$ cat config.mk
export PLATFORM = sky130hd
export DESIGN_NAME = dtw_regs
export DESIGN_NICKNAME = d
export VERILOG_FILES = /design/src/source/dtw_pkg.sv /design/src/source/dtw_regs.sv
export SDC_FILE = /design/constraint.sdc
export NUM_CORES = 1
export LEC_CHECK = 0
export ABC_AREA = 0
export BUFFER_PORTS_ARGS = -buffer_cell sky130_fd_sc_hd__buf_2
export CORE_MARGIN = 2
export CORE_UTILIZATION = 35
export DETAILED_ROUTE_END_ITERATION = 12
export SKIP_CTS_REPAIR_TIMING = 1
export SYNTH_ARGS = -nofsm -noshare
export SYNTH_HDL_FRONTEND = slang
export SYNTH_SLANG_ARGS = --single-unit
export TNS_END_PERCENT = 5
$ cat constraint.sdc
create_clock -name S_AXI_clk -period 3.7 [get_ports S_AXI_clk]
set_input_delay 0.555 -clock S_AXI_clk [delete_from_list [all_inputs] [get_ports S_AXI_clk]]
set_output_delay 0.555 -clock S_AXI_clk [all_outputs]
set_load 0.01 [all_outputs]
$ cat src/source/dtw_pkg.sv
// Shared types, register map and ID constants for the DTW accelerator
// Register word index is taken from address bits 5:2 only

package dtw_pkg;

    typedef logic [15:0] sample_t;
    typedef logic [31:0] score_t;
    typedef logic [31:0] reg_word_t;
    typedef logic [15:0] reg_addr_t;

    typedef struct packed {
        reg_addr_t addr;
        reg_word_t wdata;
    } reg_req_t;

    typedef struct packed {
        reg_word_t rdata;
        logic      invalid;
    } reg_rsp_t;

    // Register word indices
    localparam logic [3:0] REG_CONTROL = 4'd0;
    localparam logic [3:0] REG_STATUS  = 4'd1;
    localparam logic [3:0] REG_REF_LEN = 4'd2;
    localparam logic [3:0] REG_VERSION = 4'd3;
    localparam logic [3:0] REG_KEY     = 4'd4;
    localparam logic [3:0] REG_NQUERY  = 4'd5;

    // Control bits, mode 0 loads the reference and mode 1 runs queries
    localparam int CTRL_CORE_RST = 0;
    localparam int CTRL_RUN      = 1;
    localparam int CTRL_MODE     = 2;

    // Status bits
    localparam int ST_BUSY       = 0;
    localparam int ST_LOAD_DONE  = 1;
    localparam int ST_SRC_EMPTY  = 2;
    localparam int ST_SRC_FULL   = 3;
    localparam int ST_SINK_EMPTY = 4;
    localparam int ST_SINK_FULL  = 5;

    localparam logic [3:0] VER_MAJOR    = 4'd1;
    localparam logic [7:0] VER_MINOR    = 8'd0;
    localparam logic [3:0] VER_REVISION = 4'd0;

    localparam reg_word_t DTW_VERSION = {VER_MAJOR, VER_MINOR, VER_REVISION, 16'h0000};
    localparam reg_word_t DTW_KEY     = 32'h0ca7cafe;

endpackage

$ cat src/source/dtw_regs.sv
// Register block on a strobe port, one access in flight at a time
// Write ack follows the write strobe by one cycle, read data by two

`timescale 1ns/100ps

module dtw_regs (
    input  logic               S_AXI_clk,
    input  logic               w_axi_rst,
    input  dtw_pkg::reg_req_t  i_reg_req,
    input  logic               i_reg_in_rdy,
    input  logic               i_reg_out_req,
    output logic               o_reg_in_ack_stb,
    output logic               o_reg_out_rdy_stb,
    output dtw_pkg::reg_rsp_t  o_reg_rsp,
    output logic               o_core_rst,
    output logic               o_run,
    output logic               o_mode,
    output dtw_pkg::reg_word_t o_ref_len,
    input  logic               i_busy,
    input  logic               i_load_done,
    input  logic               i_src_empty,
    input  logic               i_src_full,
    input  logic               i_sink_empty,
    input  logic               i_sink_full,
    input  dtw_pkg::reg_word_t i_nquery
);

    import dtw_pkg::*;

    reg_word_t  r_control;
    reg_word_t  r_ref_len;
    logic       r_in_ack_stb;
    logic       r_rd_pend;
    logic [3:0] r_rd_idx;
    logic       r_out_rdy_stb;
    logic       r_invalid;
    reg_word_t  r_rdata;

    logic [3:0] w_wr_idx;
    logic       w_wr_valid;
    logic       w_rd_valid;
    reg_word_t  w_rd_data;
    reg_word_t  w_status;

    assign w_wr_idx   = i_reg_req.addr[5:2];
    assign w_wr_valid = (w_wr_idx <= REG_NQUERY);

    always_comb begin
        w_status                = '0;
        w_status[ST_BUSY]       = i_busy;
        w_status[ST_LOAD_DONE]  = i_load_done;
        w_status[ST_SRC_EMPTY]  = i_src_empty;
        w_status[ST_SRC_FULL]   = i_src_full;
        w_status[ST_SINK_EMPTY] = i_sink_empty;
        w_status[ST_SINK_FULL]  = i_sink_full;
    end

    // Read mux on the index latched with the request
    always_comb begin
        w_rd_valid = 1'b1;
        case (r_rd_idx)
            REG_CONTROL: w_rd_data = r_control;
            REG_STATUS:  w_rd_data = w_status;
            REG_REF_LEN: w_rd_data = r_ref_len;
            REG_VERSION: w_rd_data = DTW_VERSION;
            REG_KEY:     w_rd_data = DTW_KEY;
            REG_NQUERY:  w_rd_data = i_nquery;
            default: begin
                w_rd_data  = '0;
                w_rd_valid = 1'b0;
            end
        endcase
    end

    always_ff @(posedge S_AXI_clk) begin
        if (w_axi_rst) begin
            r_control     <= '0;
            r_ref_len     <= '0;
            r_in_ack_stb  <= 1'b0;
            r_rd_pend     <= 1'b0;
            r_out_rdy_stb <= 1'b0;
            r_invalid     <= 1'b0;
        end else begin
            r_in_ack_stb  <= i_reg_in_rdy;
            // A write wins over a read in the same cycle
            r_rd_pend     <= i_reg_out_req & ~i_reg_in_rdy;
            r_out_rdy_stb <= r_rd_pend;
            r_invalid     <= (i_reg_in_rdy & ~w_wr_valid) | (r_rd_pend & ~w_rd_valid);
            if (i_reg_in_rdy) begin
                if (w_wr_idx == REG_CONTROL) begin
                    r_control <= i_reg_req.wdata;
                end
                if (w_wr_idx == REG_REF_LEN) begin
                    r_ref_len <= i_reg_req.wdata;
                end
            end
        end
    end

    always_ff @(posedge S_AXI_clk) begin
        if (i_reg_out_req) begin
            r_rd_idx <= w_wr_idx;
        end
        if (r_rd_pend) begin
            r_rdata <= w_rd_data;
        end
    end

    assign o_reg_in_ack_stb  = r_in_ack_stb;
    assign o_reg_out_rdy_stb = r_out_rdy_stb;
    assign o_reg_rsp         = '{rdata: r_rdata, invalid: r_invalid};
    assign o_core_rst        = r_control[CTRL_CORE_RST];
    assign o_run             = r_control[CTRL_RUN];
    assign o_mode            = r_control[CTRL_MODE];
    assign o_ref_len         = r_ref_len;

endmodule

==> key figures <==
Global routing
  – Total track usage: 0.174
  – Largest net degree at the start of global routing: 57
  – Global route overflow: 0
  – Vias in the first global route: 3552
  – First-pass GRT wire length: about 19000 um
  – Initial antenna violation count: 0

Pwr
  – Internal power: 1.92 mW
  – Switching share of power: 0.225
  – Switching power of the nets: roughly 560 uW
  – Clock power share: 0.417
  – Pwr dens: around 430 mW/mm2
  – Register share of total power: 0.502
  – Gate power share: 0.081
  – PnR Total Power: approximately 2.5 mW
  – Max VDD drop: ~0.21 mV
  – Leakage power: about 2.5 nW

STA
  – RSZ-0062 raised after global routing: false
  – Setup TNS: 0 ns
  – Final Cycle Share: 0.580
  – Worst slew margin: 0.317
  – Final Skew: about 0.0041 ns
  – Fmax: ~470 MHz
  – Slew of the pin with the lowest slew margin: slightly above 1 ns
  – Final setup vio count: 0
  – Fin crit period: around 2.1 ns
  – Slew Limit Fails: 0
  – Final Hold Fails: 0

Logic synthesis
  – Syn_nets: between 500 and 600
  – Count of cell types in the netlist: 34
  – Yosys Warn Count: 0
  – Syn_area_per_cell: approximately 11 um2
  – Post-synthesis cell count: around 430
  – Post-synthesis sequential area ratio: 0.522
  – Seq cells post-synth: 104
  – Synth Cell Area: approximately 0.0047 mm2

Placement
  – Dpl cells: 730
  – IO buf count: approximately 150
  – GPL Wtd Cong: 0.788
  – DP Wirelength: between 8000 and 9000 um

Layout
  – Share of layout cells above drive strength 1: 0.316
  – Area Growth Syn to Fin: 24.3%
  – Fin nets: between 600 and 700
  – Number of antenna diodes: 0
  – Finished Layout Cells: between 700 and 800
  – Fin util: 0.442

Floorplan
  – # IOs: 160
  – Die width: around 120 um
  – Height of the chip: ~120 um
  – Row cnt: 42
  – Initial Util: 0.356
  – DIE AREA: between 0.01 and 0.015 mm2
  – Floorplan Core Area: between 0.01 and 0.015 mm2

Setup path
  – CP arrival: ~2.4 ns
  – WS Path Type: reg -> reg
  – Kind of end point of the critical path: register
  – Worst setup SP type: register
  – Critical path required time: roughly 4 ns
  – Crit Path Max Fanout: 25

Clocking
  – CTS tree: done
  – CTS H-Tree Depth: 3
  – Total CTS buffers: 9
  – Clk Latency, worst-skew pair: approximately 0.35 ns
  – CTS Sinks: 104
  – Deepest clock path buffer count: 2
  – Clock root buffer: clkbuf_16
  – Clock-pin transition on the worst setup and hold timing paths: ~0.070 ns

Drt
  – Detail Route Antenna Nets: 0
  – DRT Pass-1 Iters: 5
  – Initial drt markers: 174
  – Post-Route WL: between 10000 and 15000 um
  – Via count: 3580
  – Number of remaining DRC errors: 0
  – Vias per inst: 4.80
  – Wirelength per Cell: 16.4 um

Status
  – Status: finished clean

Worst hold path
  – Class of the worst hold path: in -> reg

Job
  – # Max-Cap Violations: 0
==> cell usage in the layout, fill, tap and decap left out, drive strengths merged, types with 3 or more instances in the layout <==
| cell type | synthesis | final |
|---|---|---|
| nor3b | 3 | 3 |
| nand2b | 97 | 97 |
| a22oi | 17 | 17 |
| o21ai | 28 | 28 |
| dfxtp | 68 | 68 |
| a21oi | 14 | 14 |
| nand2 | 42 | 42 |
| clkbuf | 12 | 11 |
| buf | 22 | 154 |
| mux2i | 65 | 65 |
| mux2 | 3 | 3 |
| edfxtp | 36 | 36 |
| nand3 | 4 | 4 |
==> critical path: stages (launching register included) <==
cell      delay, ns
edfxtp_1       1.02
and4bb_2       0.69
a22oi_1        0.18
nand2_1        0.12
==> cells by family (layout without fill, tap and decap cells) <==
family,Yosys count,in the layout,synth area share
AOI/OAI and AO/OA,67,67,0.0851
buffers and inverters,35,171,0.0458
DFF,104,104,0.522
muxes,68,68,0.146
and+or+nand+nor,160,160,0.200
==> state kept, by name, indices dropped and copies added, names as in the netlist <==
register,count
r_rd_idx,4
o_ref_len,32
r_rdata,32
o_reg_out_rdy_stb,1
r_invalid,1
r_rd_pend,1
r_control,32
o_reg_in_ack_stb,1
==> final cells by class <==
cell class,count,area [um2]
Sequential cell,104,2440
Clock inverter,5,80.1
Tap cell,176,220
Inverter,1,3.75
Multi-Input combinational cell,295,2030
Clock buffer,11,243
Fill cell,1263,7330
Timing Repair Buffer,154,788
==> Yosys cell counts (all sizes together) <==
cell	n	area [um2]
nand2	42	158
nand4b	1	8.76
a31oi	2	12.5
and2	1	6.26
buf	22	165
a22o	1	8.76
nand3	4	20.0
or3	1	6.26
nor3b	3	22.5
or4b	1	10.0
o21ai	28	140
and3b	1	8.76
a21oi	14	70.1
nor4	1	21.3
a22oi	17	128
and4bb	1	12.5
nor2b	2	12.5
edfxtp	36	1080
nor4b	2	30.0
o32ai	1	8.76
inv	1	3.75
o21a	1	7.51
a21o	2	15.0
o31ai	1	7.51
mux2	3	33.8
or2	1	6.26
dfxtp	68	1360
nor2	2	7.51
mux2i	65	651
nand2b	97	607
clkbuf	12	45.0
==> metal layers <==
metal,track usage,vias up,share of wire
met1,0.233,1696,0.47
li1,-,1763,-
met3,0.0394,13,0.053
met2,0.275,108,0.46
met5,0,-,0
met4,0.0662,0,0.017
==> power by group through the flow <==
stage | combinational, mW | sequential [mW] | clock [mW]
floorplan | 0.118 | 1.26 | 0
global placement | 0.199 | 1.27 | 0
detailed placement | 0.202 | 1.27 | 0
CTS | 0.203 | 1.24 | 1.06
global route | 0.222 | 1.25 | 1.10
finish | 0.200 | 1.24 | 1.03
==> final timing paths <==
kind           startpoint           end  slack, ns  depth (start not counted)
min reg2reg  r_control[6]  r_control[6]       0.48                          2
min          i_reg_in_rdy     r_rd_pend       0.39                          2
max           r_rd_idx[2]   r_rdata[10]       1.55                          3
max reg2reg   r_rd_idx[2]   r_rdata[10]       1.55                          3
==> stage by stage <==
| step | hold slack [ns] | instance area, um2 | setup slack, ns |
|---|---|---|---|
| final | 0.395 | 5810 | 1.55 |
| after global routing | 0.391 | 5810 | 1.41 |
| after CTS | 0.373 | 5810 | 1.51 |
| after detailed placement | 0.465 | 5490 | 1.33 |
| after global placement | 0.459 | 5490 | 1.38 |
| after floorplan | 0.449 | 4680 | 2.20 |
Note: power is estimated with default switching activity, not from simulation.
