$ cat src/source/dtw_fifo.sv
// First-word-fall-through FIFO, head is visible while not empty
// Writes when full and reads when empty are dropped

`timescale 1ns/100ps

module dtw_fifo #(
    parameter int  DEPTH = 4,
    parameter type T     = logic [7:0]
) (
    input  logic S_AXI_clk,
    input  logic w_axi_rst,
    input  logic i_clear,
    input  logic i_w_stb,
    input  T     i_w_data,
    output logic o_full,
    input  logic i_r_stb,
    output T     o_r_data,
    output logic o_empty
);

    localparam int AW = (DEPTH > 1) ? $clog2(DEPTH) : 1;
    localparam int CW = $clog2(DEPTH + 1);

    T                r_mem [DEPTH];
    logic [AW - 1:0] r_wptr;
    logic [AW - 1:0] r_rptr;
    logic [CW - 1:0] r_count;

    logic            w_do_write;
    logic            w_do_read;

    assign o_full     = (r_count == CW'(DEPTH));
    assign o_empty    = (r_count == '0);
    assign o_r_data   = r_mem[r_rptr];
    assign w_do_write = i_w_stb & ~o_full;
    assign w_do_read  = i_r_stb & ~o_empty;

    always_ff @(posedge S_AXI_clk) begin
        if (w_axi_rst | i_clear) begin
            r_wptr  <= '0;
            r_rptr  <= '0;
            r_count <= '0;
        end else begin
            if (w_do_write) begin
                r_wptr <= (r_wptr == AW'(DEPTH - 1)) ? '0 : r_wptr + AW'(1);
            end
            if (w_do_read) begin
                r_rptr <= (r_rptr == AW'(DEPTH - 1)) ? '0 : r_rptr + AW'(1);
            end
            // Count holds on a simultaneous read and write
            if (w_do_write & ~w_do_read) begin
                r_count <= r_count + CW'(1);
            end else if (w_do_read & ~w_do_write) begin
                r_count <= r_count - CW'(1);
            end
        end
    end

    always_ff @(posedge S_AXI_clk) begin
        if (w_do_write) begin
            r_mem[r_wptr] <= i_w_data;
        end
    end

endmodule

$ cat config.mk
export PLATFORM = sky130hd
export DESIGN_NAME = dtw_fifo
export DESIGN_NICKNAME = d
export VERILOG_FILES = /design/src/source/dtw_fifo.sv
export SDC_FILE = /design/constraint.sdc
export NUM_CORES = 1
export LEC_CHECK = 0
export BUFFER_PORTS_ARGS = -buffer_cell sky130_fd_sc_hd__clkbuf_2
export CAP_MARGIN = 5
export CORE_MARGIN = 2
export CORE_UTILIZATION = 35
export CTS_CLUSTER_SIZE = 16
export DETAILED_ROUTE_END_ITERATION = 6
export PLACE_DENSITY = 0.5
export SETUP_SLACK_MARGIN = 0.4
export SYNTH_ARGS = -nofsm -noshare
export SYNTH_HDL_FRONTEND = slang
export SYNTH_SLANG_ARGS = --single-unit
$ cat constraint.sdc
create_clock -name S_AXI_clk -period 2.52 [get_ports S_AXI_clk]
set_input_delay 0.252 -clock S_AXI_clk [delete_from_list [all_inputs] [get_ports S_AXI_clk]]
set_output_delay 0.252 -clock S_AXI_clk [all_outputs]
set_load 0.05 [all_outputs]
==> flow_summary.ini, run 1 <==
[synthesis]
yosys_register_bits = 41
synth_seq_area_share_pct = 69.5
syn-num-nets = 113
syn_area_um2 = 1640
yosysMostFrequentCell = edfxtp_1
syn_inst = 93
synth_edf_count = 32
synth_flop_cell = edfxtp_1
synth_commonest_cells = 32 x edfxtp_1, 9 x dfxtp_1, 8 x mux4_2
yosysWarnings = 0
synth_cell_types = 27
synthArstFlopShare_pct = 0
synthTopCellsByArea = edfxtp_1 59%, dfxtp_1 11%, mux4_2 11%, ha_1 4.6%, and3_2 1.8%
synth_area_per_cell_um2 = 17.7
netlist.area_leader.share_pct = 58.5
yosys.area.top_type = edfxtp_1

[timing]
tightest_slew_ns = 0.426
fmax_ghz = 0.501
setup_viol = 0
drv_slew = 0
fin_crit_ns = 2.00
final.period_utilization_pct = 79.2
fin_skew_ns = 0.00486
finalSetupTns_ns = 0
rsz0062_at_grt = false
slew-limit-headroom_pct = 71.6
hold_violations = 0
holdWs_ns = 0.185

[die]
core_um2 = 4440
io_pins = 23
die_y_um = 72.5
start_util_pct = 36.9
die_x_um = 72.5
row_count = 24
die_area_um2 = 5250

[final_layout]
drive_above_1_share_pct = 47.5
antenna_cells = 0
final_nets = 140
area_growth_pct = 19.1

[hold_path]
worstHoldPathType = in2reg

[routing]
first_pass_iters = 4
route.detailed.drc = 0
via_per_inst = 4.98
vias = 857
wire_per_inst_um = 16.4
drtIter0Drc = 38
wl_mm = 2.82
antenna_left = 0

[global_routing]
grt_start_max_net_pins = 13
grt_use_total_pct = 12.2
grt_overflow = 0
antenna_found_initial = 0
first_global_vias = 936
grt_pass1_wl_mm = 4.66

[run]
cap_violations = 0

[placement]
port_buffers = 22
hpwl_mm = 1.94
place_congestion = 0.873

[clocking]
clockBufferDepth = 2
cts_hold_buf = 0
cts_tree = done
cts-buffers-inserted = 5
cts_root_buf = clkbuf_8
clkTransAtPathRegs_ns = 0.07
insertion_delay_ns = 0.28
clock_sinks = 41
htreeDepth = 2

[pwr]
p_leak_uw = 0.000714
switching_share_pct = 24.7
power.net_switching_uw = 369
ir_drop_mv = 0.293
power_frac_comb_pct = 14.7
clkPwrFrac_pct = 33.3
power_frac_seq_pct = 52.0
powerDensity_nw_per_um2 = 765
intPower_uw = 1130

[outcome]
outcome = complete, no violations

[critical_path]
arrival_ns = 2.22
crit_path_max_fanout = 5
start_kind = register
required_ns = 2.74
cp-end-kind = register
crit_type = reg2reg
==> power by group through the flow <==
stage	sequential [uW]	combinational, uW	clock, uW
global route	780	238	539
floorplan	782	159	0
global placement	788	200	0
finish	777	220	498
CTS	777	213	514
detailed placement	790	205	0
==> sequential cells by signal, summed over array words and instances, names as in the netlist, named ones only <==
| register | count |
|---|---|
| r_rptr | 2 |
| r_mem | 32 |
| r_count | 3 |
| r_wptr | 2 |
==> final cells by class <==
class | count | area (um2)
Fill cell | 419 | 2490
Sequential cell | 41 | 1150
Multi-Input combinational cell | 44 | 497
Timing Repair Buffer | 24 | 125
Clock buffer | 5 | 68.8
Tap cell | 52 | 65.1
Clock inverter | 2 | 35.0
Inverter | 4 | 15.0
==> cells by family after synthesis <==
| family | share of synthesized area (%) |
|---|---|
| DFF | 69.5 |
| and+or+nand+nor | 6.86 |
| muxes | 11.6 |
| buffers and inverters | 1.98 |
| AOI/OAI and AO/OA | 3.20 |
| adders and majority gates | 5.79 |
| xor gates and xnor gates | 1.07 |
==> stage by stage <==
step	util, %	setup WS (ns)	cell area (um2)	total power [uW]	cells
after floorplan	-	0.418	1650	941	93
after global placement	40.7	0.365	1810	988	163
after detailed placement	40.7	0.286	1810	995	163
after CTS	43.5	0.379	1930	1500	171
after global routing	44.0	0.451	1950	1560	172
final	44.0	0.523	1950	1490	172
==> worst max-delay path: stages, from the launching register on <==
cell and delay [ns]:
dfxtp_4 0.37, o31ai_4 0.33, ha_2 0.23, inv_1 0.05
fa_2 0.34, xor2_1 0.16, or3_4 0.33, a21oi_2 0.13
==> metal layers <==
layer / GRT usage, % / vias up / share of wire (%)
met2: 20.3 / 28 / 50
met4: 3.70 / 0 / 1.3
met5: 0 / - / 0
met1: 15.2 / 415 / 42
li1: - / 409 / -
met3: 4.17 / 5 / 6.3
==> placed cells by master (no fill, tap or decap), types with 3 or more instances in the layout <==
cell,count
clkbuf_8,5
dfxtp_2,3
edfxtp_1,32
clkbuf_2,22
inv_1,4
ha_1,5
nor2_1,4
and3_2,4
dfxtp_1,5
mux4_2,8
==> final timing paths <==
path | from | to | slack [ns] | cells past startpoint
worst max-delay path | r_count[2] | r_count[2] | 0.52 | 7
worst min-delay path | i_w_data[1] | r_mem[1][1] | 0.19 | 1
worst max register to register | r_count[2] | r_count[2] | 0.52 | 7
worst min register to register | r_rptr[0] | register | 0.50 | 2
==> what timing repair did <==
action / CTS / global route
pin swaps: 1 / 2
setup endpoints to repair: 8 / 1
gates resized for setup: 5 / 4
gates cloned: 0 / 0
hold endpoints to repair: 0 / 0
setup buffers: 1 / 1
Power figures use the tool's default switching activity.
==> run 2: changes to the inputs <==
==> constraint.sdc (replaced) <==
create_clock -name S_AXI_clk -period 2 [get_ports S_AXI_clk]
set_input_delay 0.2 -clock S_AXI_clk [delete_from_list [all_inputs] [get_ports S_AXI_clk]]
set_output_delay 0.2 -clock S_AXI_clk [all_outputs]
set_load 0.05 [all_outputs]
==> run 2 against run 1 <==
Net effect:
- power up 35%
- sequential share of layout area down 4.6 points
- critical path depth up 1
- clock power up 39%
- core utilization up 4.1 points
- die area unchanged
- maximum frequency up 6.7%
- sequential power up 25%
- register-to-register slack worse by 0.39 ns
- first-iteration DRC count down 16%
- final cell count up 4.7%
- largest cell class unchanged
==> flow_summary.ini, run 2 (same netlist as run 1, synthesis figures left out) <==
[die]
io_pins = 23
die_y_um = 72.5
core_um2 = 4440
start_util_pct = 36.9
row_count = 24
die_x_um = 72.5
die_area_um2 = 5250

[timing]
worst_slack_ns = 0.129
fin_skew_ns = 0.00436
rsz0062_at_grt = true
drv_slew = 0
tightest_slew_ns = 0.296
fmax_ghz = 0.535
final.period_utilization_pct = 93.5
setup_viol = 0
slew-limit-headroom_pct = 80.2
hold_violations = 0
finalSetupTns_ns = 0
fin_crit_ns = 1.87

[routing]
route.detailed.drc = 0
vias = 892
first_pass_iters = 2
antenna_left = 0
drtIter0Drc = 32
wl_mm = 2.95
via_per_inst = 4.96
wire_per_inst_um = 16.4

[final_layout]
final_core_util_pct = 48.1
fillers = 384
area_growth_pct = 30.2
regMostFlops = r_mem
final_cell_area_um2 = 2140
largest_register_ffs = 32
layout_commonest_cell = edfxtp_1
final-seq-area_um2 = 1160
drive_above_1_share_pct = 51.6
layoutNonFillerInstCount = 180
final_cell_mix = 32 x edfxtp_1, 13 x clkbuf_2, 9 x buf_8
final_nets = 147
reg_top3 = r_mem (32), r_count (3)
multi_input_area_um2 = 504
antenna_cells = 0

[global_routing]
grt_pass1_wl_mm = 4.75
first_global_vias = 941
antenna_found_initial = 0
grt_use_total_pct = 12.8
grt_overflow = 0
grt_start_max_net_pins = 13

[pwr]
p_leak_uw = 0.000783
ir_drop_mv = 0.385
powerDensity_nw_per_um2 = 943

[clocking]
clock_sinks = 41
cts-buffers-inserted = 5
cts_tree = done
clockBufferDepth = 2
cts_root_buf = clkbuf_8
clkTransAtPathRegs_ns = 0.08
htreeDepth = 2
insertion_delay_ns = 0.29

[critical_path]
start_kind = register
required_ns = 2.23
crit_path_max_fanout = 3
arrival_ns = 2.10
cp-end-kind = register
crit_type = reg2reg
rrSetupSlack_ns = 0.13

[placement]
dp_slack_ns = 0.0614
port_buffers = 22
dp_cells = 166
hpwl_mm = 1.98
postPlaceCellArea_um2 = 1860
place_congestion = 0.789

[run]
cap_violations = 0

[hold_path]
worstHoldPathType = in2reg

[outcome]
outcome = complete, no violations
## run 2: cell count changes in the layout (fill, tap and decap cells not counted), sizes merged
cell    previous run  this run
buf                2        18
clkbuf            27        20
clkinv             1         0
## run 2: metal layers
layer | vias up | global-route usage [%] | routed length (um)
met5 | - | 0 | 0
met4 | 0 | 4.94 | 44
met3 | 5 | 4.31 | 122
met2 | 19 | 21.5 | 1530
met1 | 441 | 15.2 | 1260
li1 | 427 | - | -
## run 2: area by class of cell
cell class,count,area share (%)
inverter,4,0.703
multi-input combinational,44,23.6
clock buffer,7,4.04
sequential,41,54.2
tap,52,3.04
clock inverter,1,1.41
timing repair buffer,31,13.1
## run 2: through the flow
step / power [uW] / hold slack (ns)
2_1_floorplan: 1210 / 0.299
3_3_place_gp: 1280 / 0.418
3_5_place_dp: 1280 / 0.424
4_1_cts: 2030 / 0.118
5_1_grt: 2100 / 0.120
6_report: 2010 / 0.125
## run 2: path summary, 6_finish.rpt
kind	from	depth (start not counted)	to
worst max register to register	r_count[1]	8	r_count[2]
worst min-delay path	i_w_data[2]	1	r_mem[1][2]
worst max-delay path	r_count[1]	8	r_count[2]
worst min register to register	r_rptr[0]	2	register
## run 2: where the power goes
part	leakage (uW)	total (uW)	internal (uW)	switching, uW
Combinational	0.000354	353	161	192
Sequential	0.000370	971	952	19.6
Clock	0.0000585	690	407	283
Total	0.000783	2010	1520	495
## run 2: timing repair
action | CTS | global route
resized for setup | 23 | 15
buffers inserted | 6 | 0
hold buffers | 0 | 0
endpoints found under the setup margin | 11 | 11
pin swaps | 4 | 0
endpoints found under the hold margin | 0 | 0
## run 2: worst max-delay path: stages (launching register included)
cell	delay, ns
dfxtp_4	0.36
or3b_1	0.39
and2_4	0.16
ha_4	0.15
inv_2	0.05
fa_2	0.19
xor2_1	0.07
or3_4	0.33
a21oi_2	0.11
