--- src/source/dtw_pkg.sv ---
// Shared types, register map and ID constants for the DTW accelerator
// Register word index is taken from address bits 5:2 only

package dtw_pkg;

    typedef logic [15:0] sample_t;
    typedef logic [31:0] score_t;
    typedef logic [31:0] reg_word_t;
    typedef logic [15:0] reg_addr_t;

    typedef struct packed {
        reg_addr_t addr;
        reg_word_t wdata;
    } reg_req_t;

    typedef struct packed {
        reg_word_t rdata;
        logic      invalid;
    } reg_rsp_t;

    // Register word indices
    localparam logic [3:0] REG_CONTROL = 4'd0;
    localparam logic [3:0] REG_STATUS  = 4'd1;
    localparam logic [3:0] REG_REF_LEN = 4'd2;
    localparam logic [3:0] REG_VERSION = 4'd3;
    localparam logic [3:0] REG_KEY     = 4'd4;
    localparam logic [3:0] REG_NQUERY  = 4'd5;

    // Control bits, mode 0 loads the reference and mode 1 runs queries
    localparam int CTRL_CORE_RST = 0;
    localparam int CTRL_RUN      = 1;
    localparam int CTRL_MODE     = 2;

    // Status bits
    localparam int ST_BUSY       = 0;
    localparam int ST_LOAD_DONE  = 1;
    localparam int ST_SRC_EMPTY  = 2;
    localparam int ST_SRC_FULL   = 3;
    localparam int ST_SINK_EMPTY = 4;
    localparam int ST_SINK_FULL  = 5;

    localparam logic [3:0] VER_MAJOR    = 4'd1;
    localparam logic [7:0] VER_MINOR    = 8'd0;
    localparam logic [3:0] VER_REVISION = 4'd0;

    localparam reg_word_t DTW_VERSION = {VER_MAJOR, VER_MINOR, VER_REVISION, 16'h0000};
    localparam reg_word_t DTW_KEY     = 32'h0ca7cafe;

endpackage

--- src/source/dtw_ref_loader.sv ---
// Fills the reference memory from the source FIFO in load mode
// Length is clipped to 1..REF_DEPTH, a new load needs a core reset

`timescale 1ns/100ps

module dtw_ref_loader #(
    parameter int REF_DEPTH = 64,
    localparam int AW = $clog2(REF_DEPTH),
    localparam int LW = $clog2(REF_DEPTH + 1)
) (
    input  logic               S_AXI_clk,
    input  logic               w_axi_rst,
    input  logic               i_core_rst,
    input  logic               i_run,
    input  logic               i_mode,
    input  dtw_pkg::reg_word_t i_ref_len,
    input  logic               i_src_empty,
    input  dtw_pkg::sample_t   i_src_sample,
    output logic               o_src_rd_stb,
    output logic               o_load_done,
    output logic [LW - 1:0]    o_ref_len_eff,
    input  logic [AW - 1:0]    i_ref_addr,
    output dtw_pkg::sample_t   o_ref_sample
);

    import dtw_pkg::*;

    sample_t         r_mem [REF_DEPTH];
    logic [LW - 1:0] r_wptr;
    logic            r_load_done;

    logic [LW - 1:0] w_len_eff;
    logic            w_pop;

    // Zero maps to one, anything past the memory maps to its size
    always_comb begin
        if (i_ref_len == '0) begin
            w_len_eff = LW'(1);
        end else if (i_ref_len > reg_word_t'(REF_DEPTH)) begin
            w_len_eff = LW'(REF_DEPTH);
        end else begin
            w_len_eff = i_ref_len[LW - 1:0];
        end
    end

    assign w_pop = i_run & ~i_mode & ~r_load_done & ~i_core_rst & ~i_src_empty
                   & (r_wptr < w_len_eff);

    always_ff @(posedge S_AXI_clk) begin
        if (w_axi_rst | i_core_rst) begin
            r_wptr      <= '0;
            r_load_done <= 1'b0;
        end else begin
            if (w_pop) begin
                r_wptr <= r_wptr + LW'(1);
            end
            if (r_wptr >= w_len_eff) begin
                r_load_done <= 1'b1;
            end
        end
    end

    always_ff @(posedge S_AXI_clk) begin
        if (w_pop) begin
            r_mem[r_wptr[AW - 1:0]] <= i_src_sample;
        end
    end

    assign o_src_rd_stb  = w_pop;
    assign o_load_done   = r_load_done;
    assign o_ref_len_eff = w_len_eff;
    assign o_ref_sample  = r_mem[i_ref_addr];

endmodule

--- config.mk ---
export PLATFORM = sky130hd
export DESIGN_NAME = dtw_ref_loader
export DESIGN_NICKNAME = d
export VERILOG_FILES = /design/src/source/dtw_pkg.sv /design/src/source/dtw_ref_loader.sv
export SDC_FILE = /design/constraint.sdc
export NUM_CORES = 1
export LEC_CHECK = 0
export BUFFER_PORTS_ARGS = -buffer_cell sky130_fd_sc_hd__buf_2
export CORE_MARGIN = 4
export CORE_UTILIZATION = 32
export CTS_BUF_LIST = sky130_fd_sc_hd__clkbuf_16
export DETAILED_ROUTE_END_ITERATION = 10
export SLEW_MARGIN = 25
export SYNTH_ARGS = -nofsm -noshare
export SYNTH_HDL_FRONTEND = slang
export SYNTH_SLANG_ARGS = --single-unit
--- constraint.sdc ---
create_clock -name S_AXI_clk -period 5.4 [get_ports S_AXI_clk]
set_input_delay 0.27 -clock S_AXI_clk [delete_from_list [all_inputs] [get_ports S_AXI_clk]]
set_output_delay 0.27 -clock S_AXI_clk [all_outputs]
set_load 0.02 [all_outputs]
==> metrics.yaml, run 1 <==
syn-num-nets: 1986
layout_common_cells: "edfxtp_1 (1024), mux4_2 (234), buf_4 (110)"
origin_of_the_worst_setup_path: "i_ref_len[2]"
grt_first_pass_wirelength_mm: 147
crit_path_end_kind: "register"
flow.area_growth_from_synthesis_pct: 15.5
cts_max_path_buffers: 3
post_drt_wl_per_cell_um: 26.6
crit-reg2reg-launch: "r_wptr[4]"
number_of_stages_on_the_worst_hold_path: 4
first_global_vias: 20500
postSynth.topFlopCell: "edfxtp_1"
port_buffers: 84
yosysTopAreaCell: "edfxtp_1"
h-tree-depth: 3
clk_transition_reported_paths_ps: 60
start_kind: "primary input"
synth_area_per_cell_sq_um: 21.1
vias: 20100
cts.hold.buffers_added: 5
largest_net_degree_at_the_start_of_global_routing: 114
grt_antenna_before_repair: 7
required_ps: 5740
totalNegativeSetupSlack_ps: 0
drt_first_pass_iters: 8
cts.sinks: 1032
setup_violations: 0
initial_core_util: 0.322
grtUsageTotal: 0.153
cts_tree: "done"
yosys_register_bits: 1032
postCtsResizedCells: 0
post_synth_num_cell_types: 49
post_cts_buffers: 0
yosysSeqAreaShare: 0.765
inserted_clock_buffers: 100
placer_s_final_routability_congestion_estimate: 0.894
layout.filler_cells: 11300
cp_max_fo: 32
power.ir.vdd_worst_mv: 0.262
reg2reg_setup_slack_ps: 1470
period_needed_ps: 4070
arrival_time_of_data_at_the_critical_path_endpoint_ps: 4410
top_cells_by_area_in_the_synthesized_netlist: "edfxtp_1 (76%), mux4_2 (13%), mux2i_1 (1.8%)"
die_y_um: 363
rows: 130
netlist_area_sq_mm: 0.0404
fraction_of_layout_cells_with_a_size_suffix_above_1: 0.299
timing.slew.headroom: 0.277
route.detailed.drc: 0
run_status: "finished, final reports clean"
mostFrequentLayoutCell: "edfxtp_1"
routed_via_density: 5.25
core_area_sq_mm: 0.126
synth_edf_count: 1024
floorplan.die_area_sq_mm: 0.132
regArea_sq_mm: 0.0309
cellLeakagePower_nw: 14.6
timing_max_transition_violations_final: 0
clock_tree.root_cell: "clkbuf_16"
holdCritStartpoint: "i_run"
fmax_mhz: 246
tightestPinTransition_ps: 1080
clk_latency_ps: 670
floorplan.io_pins: 85
netlist_instances: 1918
async_flop_share: 0
finalNetCount: 2164
total_half_perimeter_wirelength_after_legalization_and_detailed_placement_mm: 60.2
grt_overflow_total: 0
drv.max_cap_violation_count: 0
synth_top_area_frac: 0.761
final_count_of_hold_timing_violations: 0
multiInputGateArea_sq_mm: 0.00907
final_antenna_net_count: 0
drt_first_iter_violations: 2243
ff2ff_path_depth: 8
synth_warnings: 0
finalCritPeriodShare: 0.754
fin_worst_hold_slack_ps: 136
p_per_area_mw_per_mm2: 355
timing_worst_setup_path_type: "in -> reg"
fin_worst_skew_ps: 37.1
die_width_um: 363
totalWireLength_mm: 102
holdCritPathClass: "in -> reg"
unrepaired_setup_endpoints_after_global_routing: "false"
[layer usage]
| layer | part of all wire | global-route usage | vias up |
|---|---|---|---|
| li1 | - | - | 8401 |
| met1 | 0.42 | 0.212 | 10700 |
| met2 | 0.48 | 0.247 | 897 |
| met3 | 0.075 | 0.0269 | 143 |
| met4 | 0.026 | 0.0474 | 2 |
| met5 | 0.00013 | 0 | - |
[logic make-up after synthesis]
logic type,share of synthesized area
flops,0.765
compound gates,0.0218
fa+ha+maj,0.00248
buf+inv,0.0141
mux,0.155
simple gates,0.0423
[area by class of cell]
type | instances | share of cell area
repair buffers | 191 | 0.0285
clock inverters | 78 | 0.0147
multi-input cells | 763 | 0.194
inverters | 8 | 0.000643
flip-flops and latches | 1032 | 0.662
diodes | 2 | 0.000107
clock buffers | 103 | 0.0552
well taps | 1650 | 0.0442
[Yosys cell counts, types with 8 or more instances]
master / instances
ha_1: 8
edfxtp_1: 1024
nand2_1: 76
buf_4: 10
nor3_1: 33
dfxtp_1: 8
nor3_2: 30
mux2i_1: 73
buf_1: 21
nand3_1: 24
a22oi_1: 22
o22ai_1: 23
mux4_2: 234
buf_2: 38
a211oi_1: 16
nand4_1: 21
o21ai_0: 10
nor4_1: 15
nor2_1: 35
o211ai_1: 8
clkbuf_1: 43
mux2_2: 22
inv_1: 8
nor2b_1: 28
[registers in the layout (all words and copies together) (netlist names)]
register     cells
r_wptr           7
o_load_done      1
r_mem         1024
[where the power goes]
part | total, W | internal (W) | switching (W)
clock network | 0.00694 | 0.00402 | 0.00292
registers | 0.00881 | 0.00881 | 0.000000913
logic | 0.000806 | 0.000270 | 0.000537
[through the flow]
stage | cells | area, sq um | worst slack, ps | utilization | total power [W]
2_1_floorplan | 1918 | 40400 | 629 | - | 0.00940
3_3_place_gp | 3639 | 43400 | 830 | 0.345 | 0.00978
3_5_place_dp | 3639 | 43400 | 754 | 0.345 | 0.00979
4_1_cts | 3825 | 46700 | 1420 | 0.372 | 0.0167
5_1_grt | 3825 | 46700 | 1100 | 0.372 | 0.0171
6_report | 3827 | 46700 | 1330 | 0.372 | 0.0166
[path summary, 6_finish.rpt]
| path | end |
|---|---|
| min | r_wptr[1] |
| max reg2reg | r_mem[18][9] |
| max | r_mem[18][9] |
| min reg2reg | r_wptr[0] |
[critical path, cell delays in order]
cell and delay [ps]:
buf_2 100, or4_1 530, o31ai_1 390, and3_1 250, inv_1 70, ha_1 310
a21o_1 170, a21o_1 200, a211o_1 380, or4_2 670, buf_4 380, nor3_2 360
buf_4 280
Power figures use the tool's default switching activity.
==> run 2: changes to the inputs <==
==> constraint.sdc (replaced) <==
create_clock -name S_AXI_clk -period 3.5 [get_ports S_AXI_clk]
set_input_delay 0.175 -clock S_AXI_clk [delete_from_list [all_inputs] [get_ports S_AXI_clk]]
set_output_delay 0.175 -clock S_AXI_clk [all_outputs]
set_load 0.02 [all_outputs]
==> run 2 against run 1 <==
  * Worst hold slack lost 110 ps
  * Clock-buffer cell count fell by 3
  * Final area up 3.6%
  * Die area stayed put
  * Utilization rose by 1.3 points
  * Wire length grew 0.71%
  * First-iteration DRC count shrank 5.8%
  * Setup slack worse by 1100 ps
  * Sequential power rose by 54%
  * Clock skew is 14 ps lower
==> metrics.yaml, run 2 (synthesis gave the netlist of run 1 again) <==
largest_reg_flops: 1024  # unchanged
postLayoutCoreUtil: 0.385  # +0.0135
grt_antenna_before_repair: 4  # -3
grt_first_pass_wirelength_mm: 148  # +0.38%
die_width_um: 363  # unchanged
global_route.usage.met2: 0.258  # +0.0106
cp_max_fo: 5  # -84%
critical_path.cell_chain: "buf_2 -> or4_4 -> o31ai_4 -> and3_4 -> inv_2 -> ha_4 -> a21o_1 -> a21o_1 -> a211o_1 -> buf_4 -> nor3_1 -> buf_2"
placer_s_final_routability_congestion_estimate: 0.838  # -6.3%
place_area_sq_mm: 0.0451  # +4.1%
grt.busiest_layer: "met2"
totalNegativeSetupSlack_ps: 0  # unchanged
fin_worst_skew_ps: 22.9  # -14.2 ps
clock_tree.root_cell: "clkbuf_16"
final_count_of_hold_timing_violations: 0  # unchanged
fmax_mhz: 305
holdCritPathClass: "in -> reg"
routed_via_density: 5.20  # -1.0%
start_kind: "primary input"
post_cts_buffers: 0  # unchanged
cts.sinks: 1032  # unchanged
post_drt_wl_per_cell_um: 26.3  # -0.98%
totalWireLength_mm: 102  # +0.71%
floorplan.die_area_sq_mm: 0.132  # unchanged
timing.slew.headroom: 0.340  # +0.0634
route.detailed.drc: 0  # unchanged
run_status: "finished, final reports clean"
core_area_sq_mm: 0.126  # unchanged
vias: 20200  # +0.67%
grtUsageTotal: 0.154  # +0.00118
fin_worst_hold_slack_ps: 28.7  # -108 ps
cts.hold.buffers_added: 8  # +3
unrepaired_setup_endpoints_after_global_routing: "false"
tightestPinTransition_ps: 989  # -95.1 ps
grt_overflow_total: 0  # unchanged
setup_violations: 0  # unchanged
timing_max_transition_violations_final: 0  # unchanged
mostFrequentLayoutCell: "edfxtp_1"
postCtsResizedCells: 0  # unchanged
critical_path_depth: 12  # -1
h-tree-depth: 3  # unchanged
floorplan.io_pins: 85  # unchanged
p_per_area_mw_per_mm2: 521  # +47%
drv.max_cap_violation_count: 0  # unchanged
number_of_stages_on_the_worst_hold_path: 4  # unchanged
period_needed_ps: 3270
port_buffers: 84  # unchanged
timing_worst_setup_path_type: "in -> out"
met1_demand_to_capacity_share_in_global_routing: 0.207  # -0.00439
drt_first_iter_violations: 2113  # -5.8%
largest_net_degree_at_the_start_of_global_routing: 65  # -43%
initial_core_util: 0.322  # unchanged
fraction_of_layout_cells_with_a_size_suffix_above_1: 0.329  # +0.0297
crit_path_end_kind: "output port"
finalNetCount: 2228  # +3.0%
required_ps: 3320  # -2420 ps
total_half_perimeter_wirelength_after_legalization_and_detailed_placement_mm: 66.0  # +9.7%
drt_first_pass_iters: 5  # -3
clk_latency_ps: 650  # -20 ps
use_met3: 0.0257  # -0.00113
final_area_sq_mm: 0.0484  # +3.6%
clk_transition_reported_paths_ps: 60  # about the same
finalCritPeriodShare: 0.936
layout_common_cells: "edfxtp_1 (1024), mux4_2 (234), buf_4 (101)"
power.ir.vdd_worst_mv: 0.352  # +35%
timing.critical_path.slowest_cell_delay_ps: 550  # -120 ps
family_with_the_most_delay_on_the_worst_path: "simple AND/OR/NAND/NOR gates"
cts_tree: "done"
first_global_vias: 21000  # +2.4%
inserted_clock_buffers: 95  # -5.0%
ff2ff_path_depth: 8  # unchanged
arrival_time_of_data_at_the_critical_path_endpoint_ps: 3100  # -1310 ps
cellLeakagePower_nw: 15.6  # +6.6%
rows: 130  # unchanged
final_antenna_net_count: 0  # unchanged
cpMaxStageDelayCell: "or4_4"
cts_max_path_buffers: 3  # unchanged
die_y_um: 363  # unchanged
flow.area_growth_from_synthesis_pct: 19.7
worstPathBufferInverterCount: 4  # unchanged
[run 2: changes by cell type in the layout (fill, tap and decap cells not counted), moves of 6 or more]
cell        change
inv_1           -8
buf_12         +70
buf_4           -9
nor3_4         +52
nor2_4          +8
nor2_1          -8
nor3_2         -52
clkinv_2        -6
clkinvlp_4      +9
[run 2: final cells by class]
cell class / count / area, sq um
clock buffer: 100 / 2500
tap: 1650 / 2060
antenna: 2 / 5.00
multi-input combinational: 763 / 9510
inverter: 8 / 30.0
timing repair buffer: 260 / 2720
fill: 11200 / 77200
sequential: 1032 / 30900
clock inverter: 77 / 633
[run 2: final timing paths]
kind | slack, ps | startpoint | to
setup / recovery | 230 | i_ref_len[5] | o_src_rd_stb
hold / removal | 30 | i_run | r_wptr[0]
setup reg to reg | 730 | r_wptr[1] | r_mem[1][3]
hold reg to reg | 580 | r_wptr[0] | r_wptr[0]
[run 2: per-layer routing]
| metal | share of wire | up-vias | routed length (um) |
|---|---|---|---|
| met5 | 0 | - | 0 |
| met4 | 0.027 | 0 | 2760 |
| met3 | 0.068 | 135 | 6970 |
| met2 | 0.50 | 801 | 50800 |
| met1 | 0.41 | 10700 | 41900 |
| li1 | - | 8568 | - |
[run 2: report_power, final]
part           leakage (nW)  internal, W  switching, W  total (W)
combinational          4.73     0.000473      0.000864    0.00134
sequential             9.27       0.0136    0.00000128     0.0136
clock                  1.56      0.00580       0.00449     0.0103
[run 2: through the flow]
step | power [W] | worst slack [ps] | cells
final | 0.0252 | 225 | 3892
after global routing | 0.0260 | 129 | 3890
after CTS | 0.0254 | 241 | 3890
after detailed placement | 0.0152 | -215 | 3705
after global placement | 0.0152 | -162 | 3705
after floorplan | 0.0145 | -233 | 1918
[run 2: worst min-delay path, stage by stage]
cell	delay (ps)
buf_2	100
nor4b_2	200
nand4_1	90
a21oi_1	60
==> run 3: changes to the inputs <==
--- a/config.mk
+++ b/config.mk
@@ -10,6 +10,7 @@
 export CORE_UTILIZATION = 32
 export CTS_BUF_LIST = sky130_fd_sc_hd__clkbuf_16
 export DETAILED_ROUTE_END_ITERATION = 10
+export PLACE_DENSITY = 0.54
 export SLEW_MARGIN = 25
 export SYNTH_ARGS = -nofsm -noshare
 export SYNTH_HDL_FRONTEND = slang
==> run 3 against run 2 <==
  * Total power is 1.9% higher
  * Non-clock buffer count grew 14
  * First-iteration DRC count up 2.2%
  * Largest cell class unchanged
  * Highest routed layer unchanged
==> metrics.yaml, run 3 (synthesis gave the netlist of run 1 again) <==
initial_core_util: 0.322  # unchanged
placer_s_final_routability_congestion_estimate: 0.847  # +1.1%
crit_path_end_kind: "output port"
totalWireLength_mm: 104  # +1.0%
first_global_vias: 20900  # -0.20%
holdCritPathClass: "in -> reg"
cp_max_fo: 5  # unchanged
timing.critical_path.slowest_cell_delay_ps: 550  # about the same
post_drt_wl_per_cell_um: 26.4  # +0.37%
worstPathBufferInverterCount: 4  # unchanged
layout.filler_cells: 11200  # -0.080%
grt_overflow_total: 0  # unchanged
final_count_of_hold_timing_violations: 0  # unchanged
grtUsageTotal: 0.156  # +0.00191
fin_cells: 3917  # +0.64%
core_area_sq_mm: 0.126  # unchanged
largest_net_degree_at_the_start_of_global_routing: 65  # unchanged
tightestPinTransition_ps: 950  # -39.8 ps
report.power.total_w: 0.0257  # +1.9%
cts_tree: "done"
use_met3: 0.0384  # +0.0127
die_width_um: 363  # unchanged
p_per_area_mw_per_mm2: 527  # +1.2%
rows: 130  # unchanged
multiInputGateArea_sq_mm: 0.00950  # about the same
power.ir.vdd_worst_mv: 0.368  # +4.6%
drt_first_pass_iters: 5  # unchanged
period_needed_ps: 3270  # -0.0710 ps
finalNetCount: 2250  # +0.99%
final_antenna_net_count: 0  # unchanged
required_ps: 3320  # about the same
grt_antenna_before_repair: 7  # +3
clk_latency_ps: 660  # about the same
cpMaxStageDelayCell: "or4_4"
fin_worst_skew_ps: 17.3  # -5.56 ps
h-tree-depth: 3  # unchanged
finalWorstSetupSlack_ps: 225  # +0.0710 ps
postCtsResizedCells: 0  # unchanged
totalNegativeSetupSlack_ps: 0  # unchanged
dpl_worst_slack_ps: -253  # -37.8 ps
floorplan.die_area_sq_mm: 0.132  # unchanged
critical_path.cell_chain: "buf_2 -> or4_4 -> o31ai_4 -> and3_4 -> inv_2 -> ha_4 -> a21o_1 -> a21o_1 -> a211o_1 -> buf_4 -> nor3_1 -> buf_2"
routed_via_density: 5.13  # -1.3%
unrepaired_setup_endpoints_after_global_routing: "false"
inserted_clock_buffers: 103  # +8.4%
final_area_sq_mm: 0.0487  # +0.65%
met1_demand_to_capacity_share_in_global_routing: 0.210  # +0.00281
start_kind: "primary input"
vias: 20100  # -0.68%
mostFrequentLayoutCell: "edfxtp_1"
drt_first_iter_violations: 2159  # +2.2%
place.detailed.instances: 3720  # +0.40%
regArea_sq_mm: 0.0309  # unchanged
cts_max_path_buffers: 3  # unchanged
family_with_the_most_delay_on_the_worst_path: "simple AND/OR/NAND/NOR gates"
clk_transition_reported_paths_ps: 60  # about the same
grt_first_pass_wirelength_mm: 149  # +0.70%
cellLeakagePower_nw: 15.8  # +1.3%
global_route.usage.met2: 0.254  # -0.00381
clock_tree.root_cell: "clkbuf_16"
timing.slew.headroom: 0.365  # +0.0250
total_half_perimeter_wirelength_after_legalization_and_detailed_placement_mm: 66.8  # +1.2%
floorplan.io_pins: 85  # unchanged
setup_violations: 0  # unchanged
layout_common_cells: "edfxtp_1 (1024), mux4_2 (234), buf_4 (115)"
finalCritPeriodShare: 0.936  # about the same
drv.max_cap_violation_count: 0  # unchanged
port_buffers: 84  # unchanged
largest_reg_flops: 1024  # unchanged
place_area_sq_mm: 0.0453  # +0.35%
timing_worst_setup_path_type: "in -> out"
fraction_of_layout_cells_with_a_size_suffix_above_1: 0.333  # +0.00373
arrival_time_of_data_at_the_critical_path_endpoint_ps: 3100  # about the same
route.detailed.drc: 0  # unchanged
run_status: "finished, final reports clean"
die_y_um: 363  # unchanged
timing_max_transition_violations_final: 0  # unchanged
fmax_mhz: 305  # about the same
flow.area_growth_from_synthesis_pct: 20.5
cts.sinks: 1032  # unchanged
grt.busiest_layer: "met2"
## run 3: changes by cell type in the layout (fill, tap and decap cells not counted), sizes merged
cell,change
buf,+15
bufinv,+3
clkbuf,+5
clkinv,+7
clkinvlp,-8
diode,+2
dlygate4sd3,-1
inv,+2
## run 3: layout make-up
type                       count  area share
inverter                       8    0.000617
timing repair buffer         274      0.0591
sequential                  1032       0.635
clock inverter                81      0.0137
tap                         1650      0.0424
multi-input combinational    763       0.195
clock buffer                 105      0.0540
antenna                        4    0.000206
## run 3: final timing paths
| kind | cells past startpoint | slack [ps] | end | from |
|---|---|---|---|---|
| hold / removal | 1 | 30 | r_mem[50][11] | i_src_sample[11] |
| setup reg to reg | 8 | 740 | r_mem[1][7] | r_wptr[1] |
| hold reg to reg | 2 | 570 | r_wptr[0] | r_wptr[0] |
| setup / recovery | 12 | 230 | o_src_rd_stb | i_ref_len[5] |
## run 3: per-stage QoR
stage / hold slack (ps) / util
global placement: 493 / 0.361
floorplan: 274 / -
finish: 26.9 / 0.388
CTS: 9.28 / 0.388
detailed placement: 510 / 0.361
global route: 26.4 / 0.388
## run 3: timing repair
action / CTS / global route
setup buffers: 0 / 0
endpoints found under the setup margin: 0 / 0
hold buffers: 7 / 0
endpoints found under the hold margin: 6 / 0
## run 3: per-layer routing
layer	wire length, um	vias up
li1	-	8616
met1	43800	10600
met2	49700	701
met3	7650	135
met4	2360	0
met5	0	-
## run 3: where the power goes
part	leakage, nW	total (W)	switching [W]	internal (W)
registers	9.27	0.0136	0.00000113	0.0136
clock network	1.69	0.0107	0.00451	0.00622
logic	4.81	0.00135	0.000867	0.000485
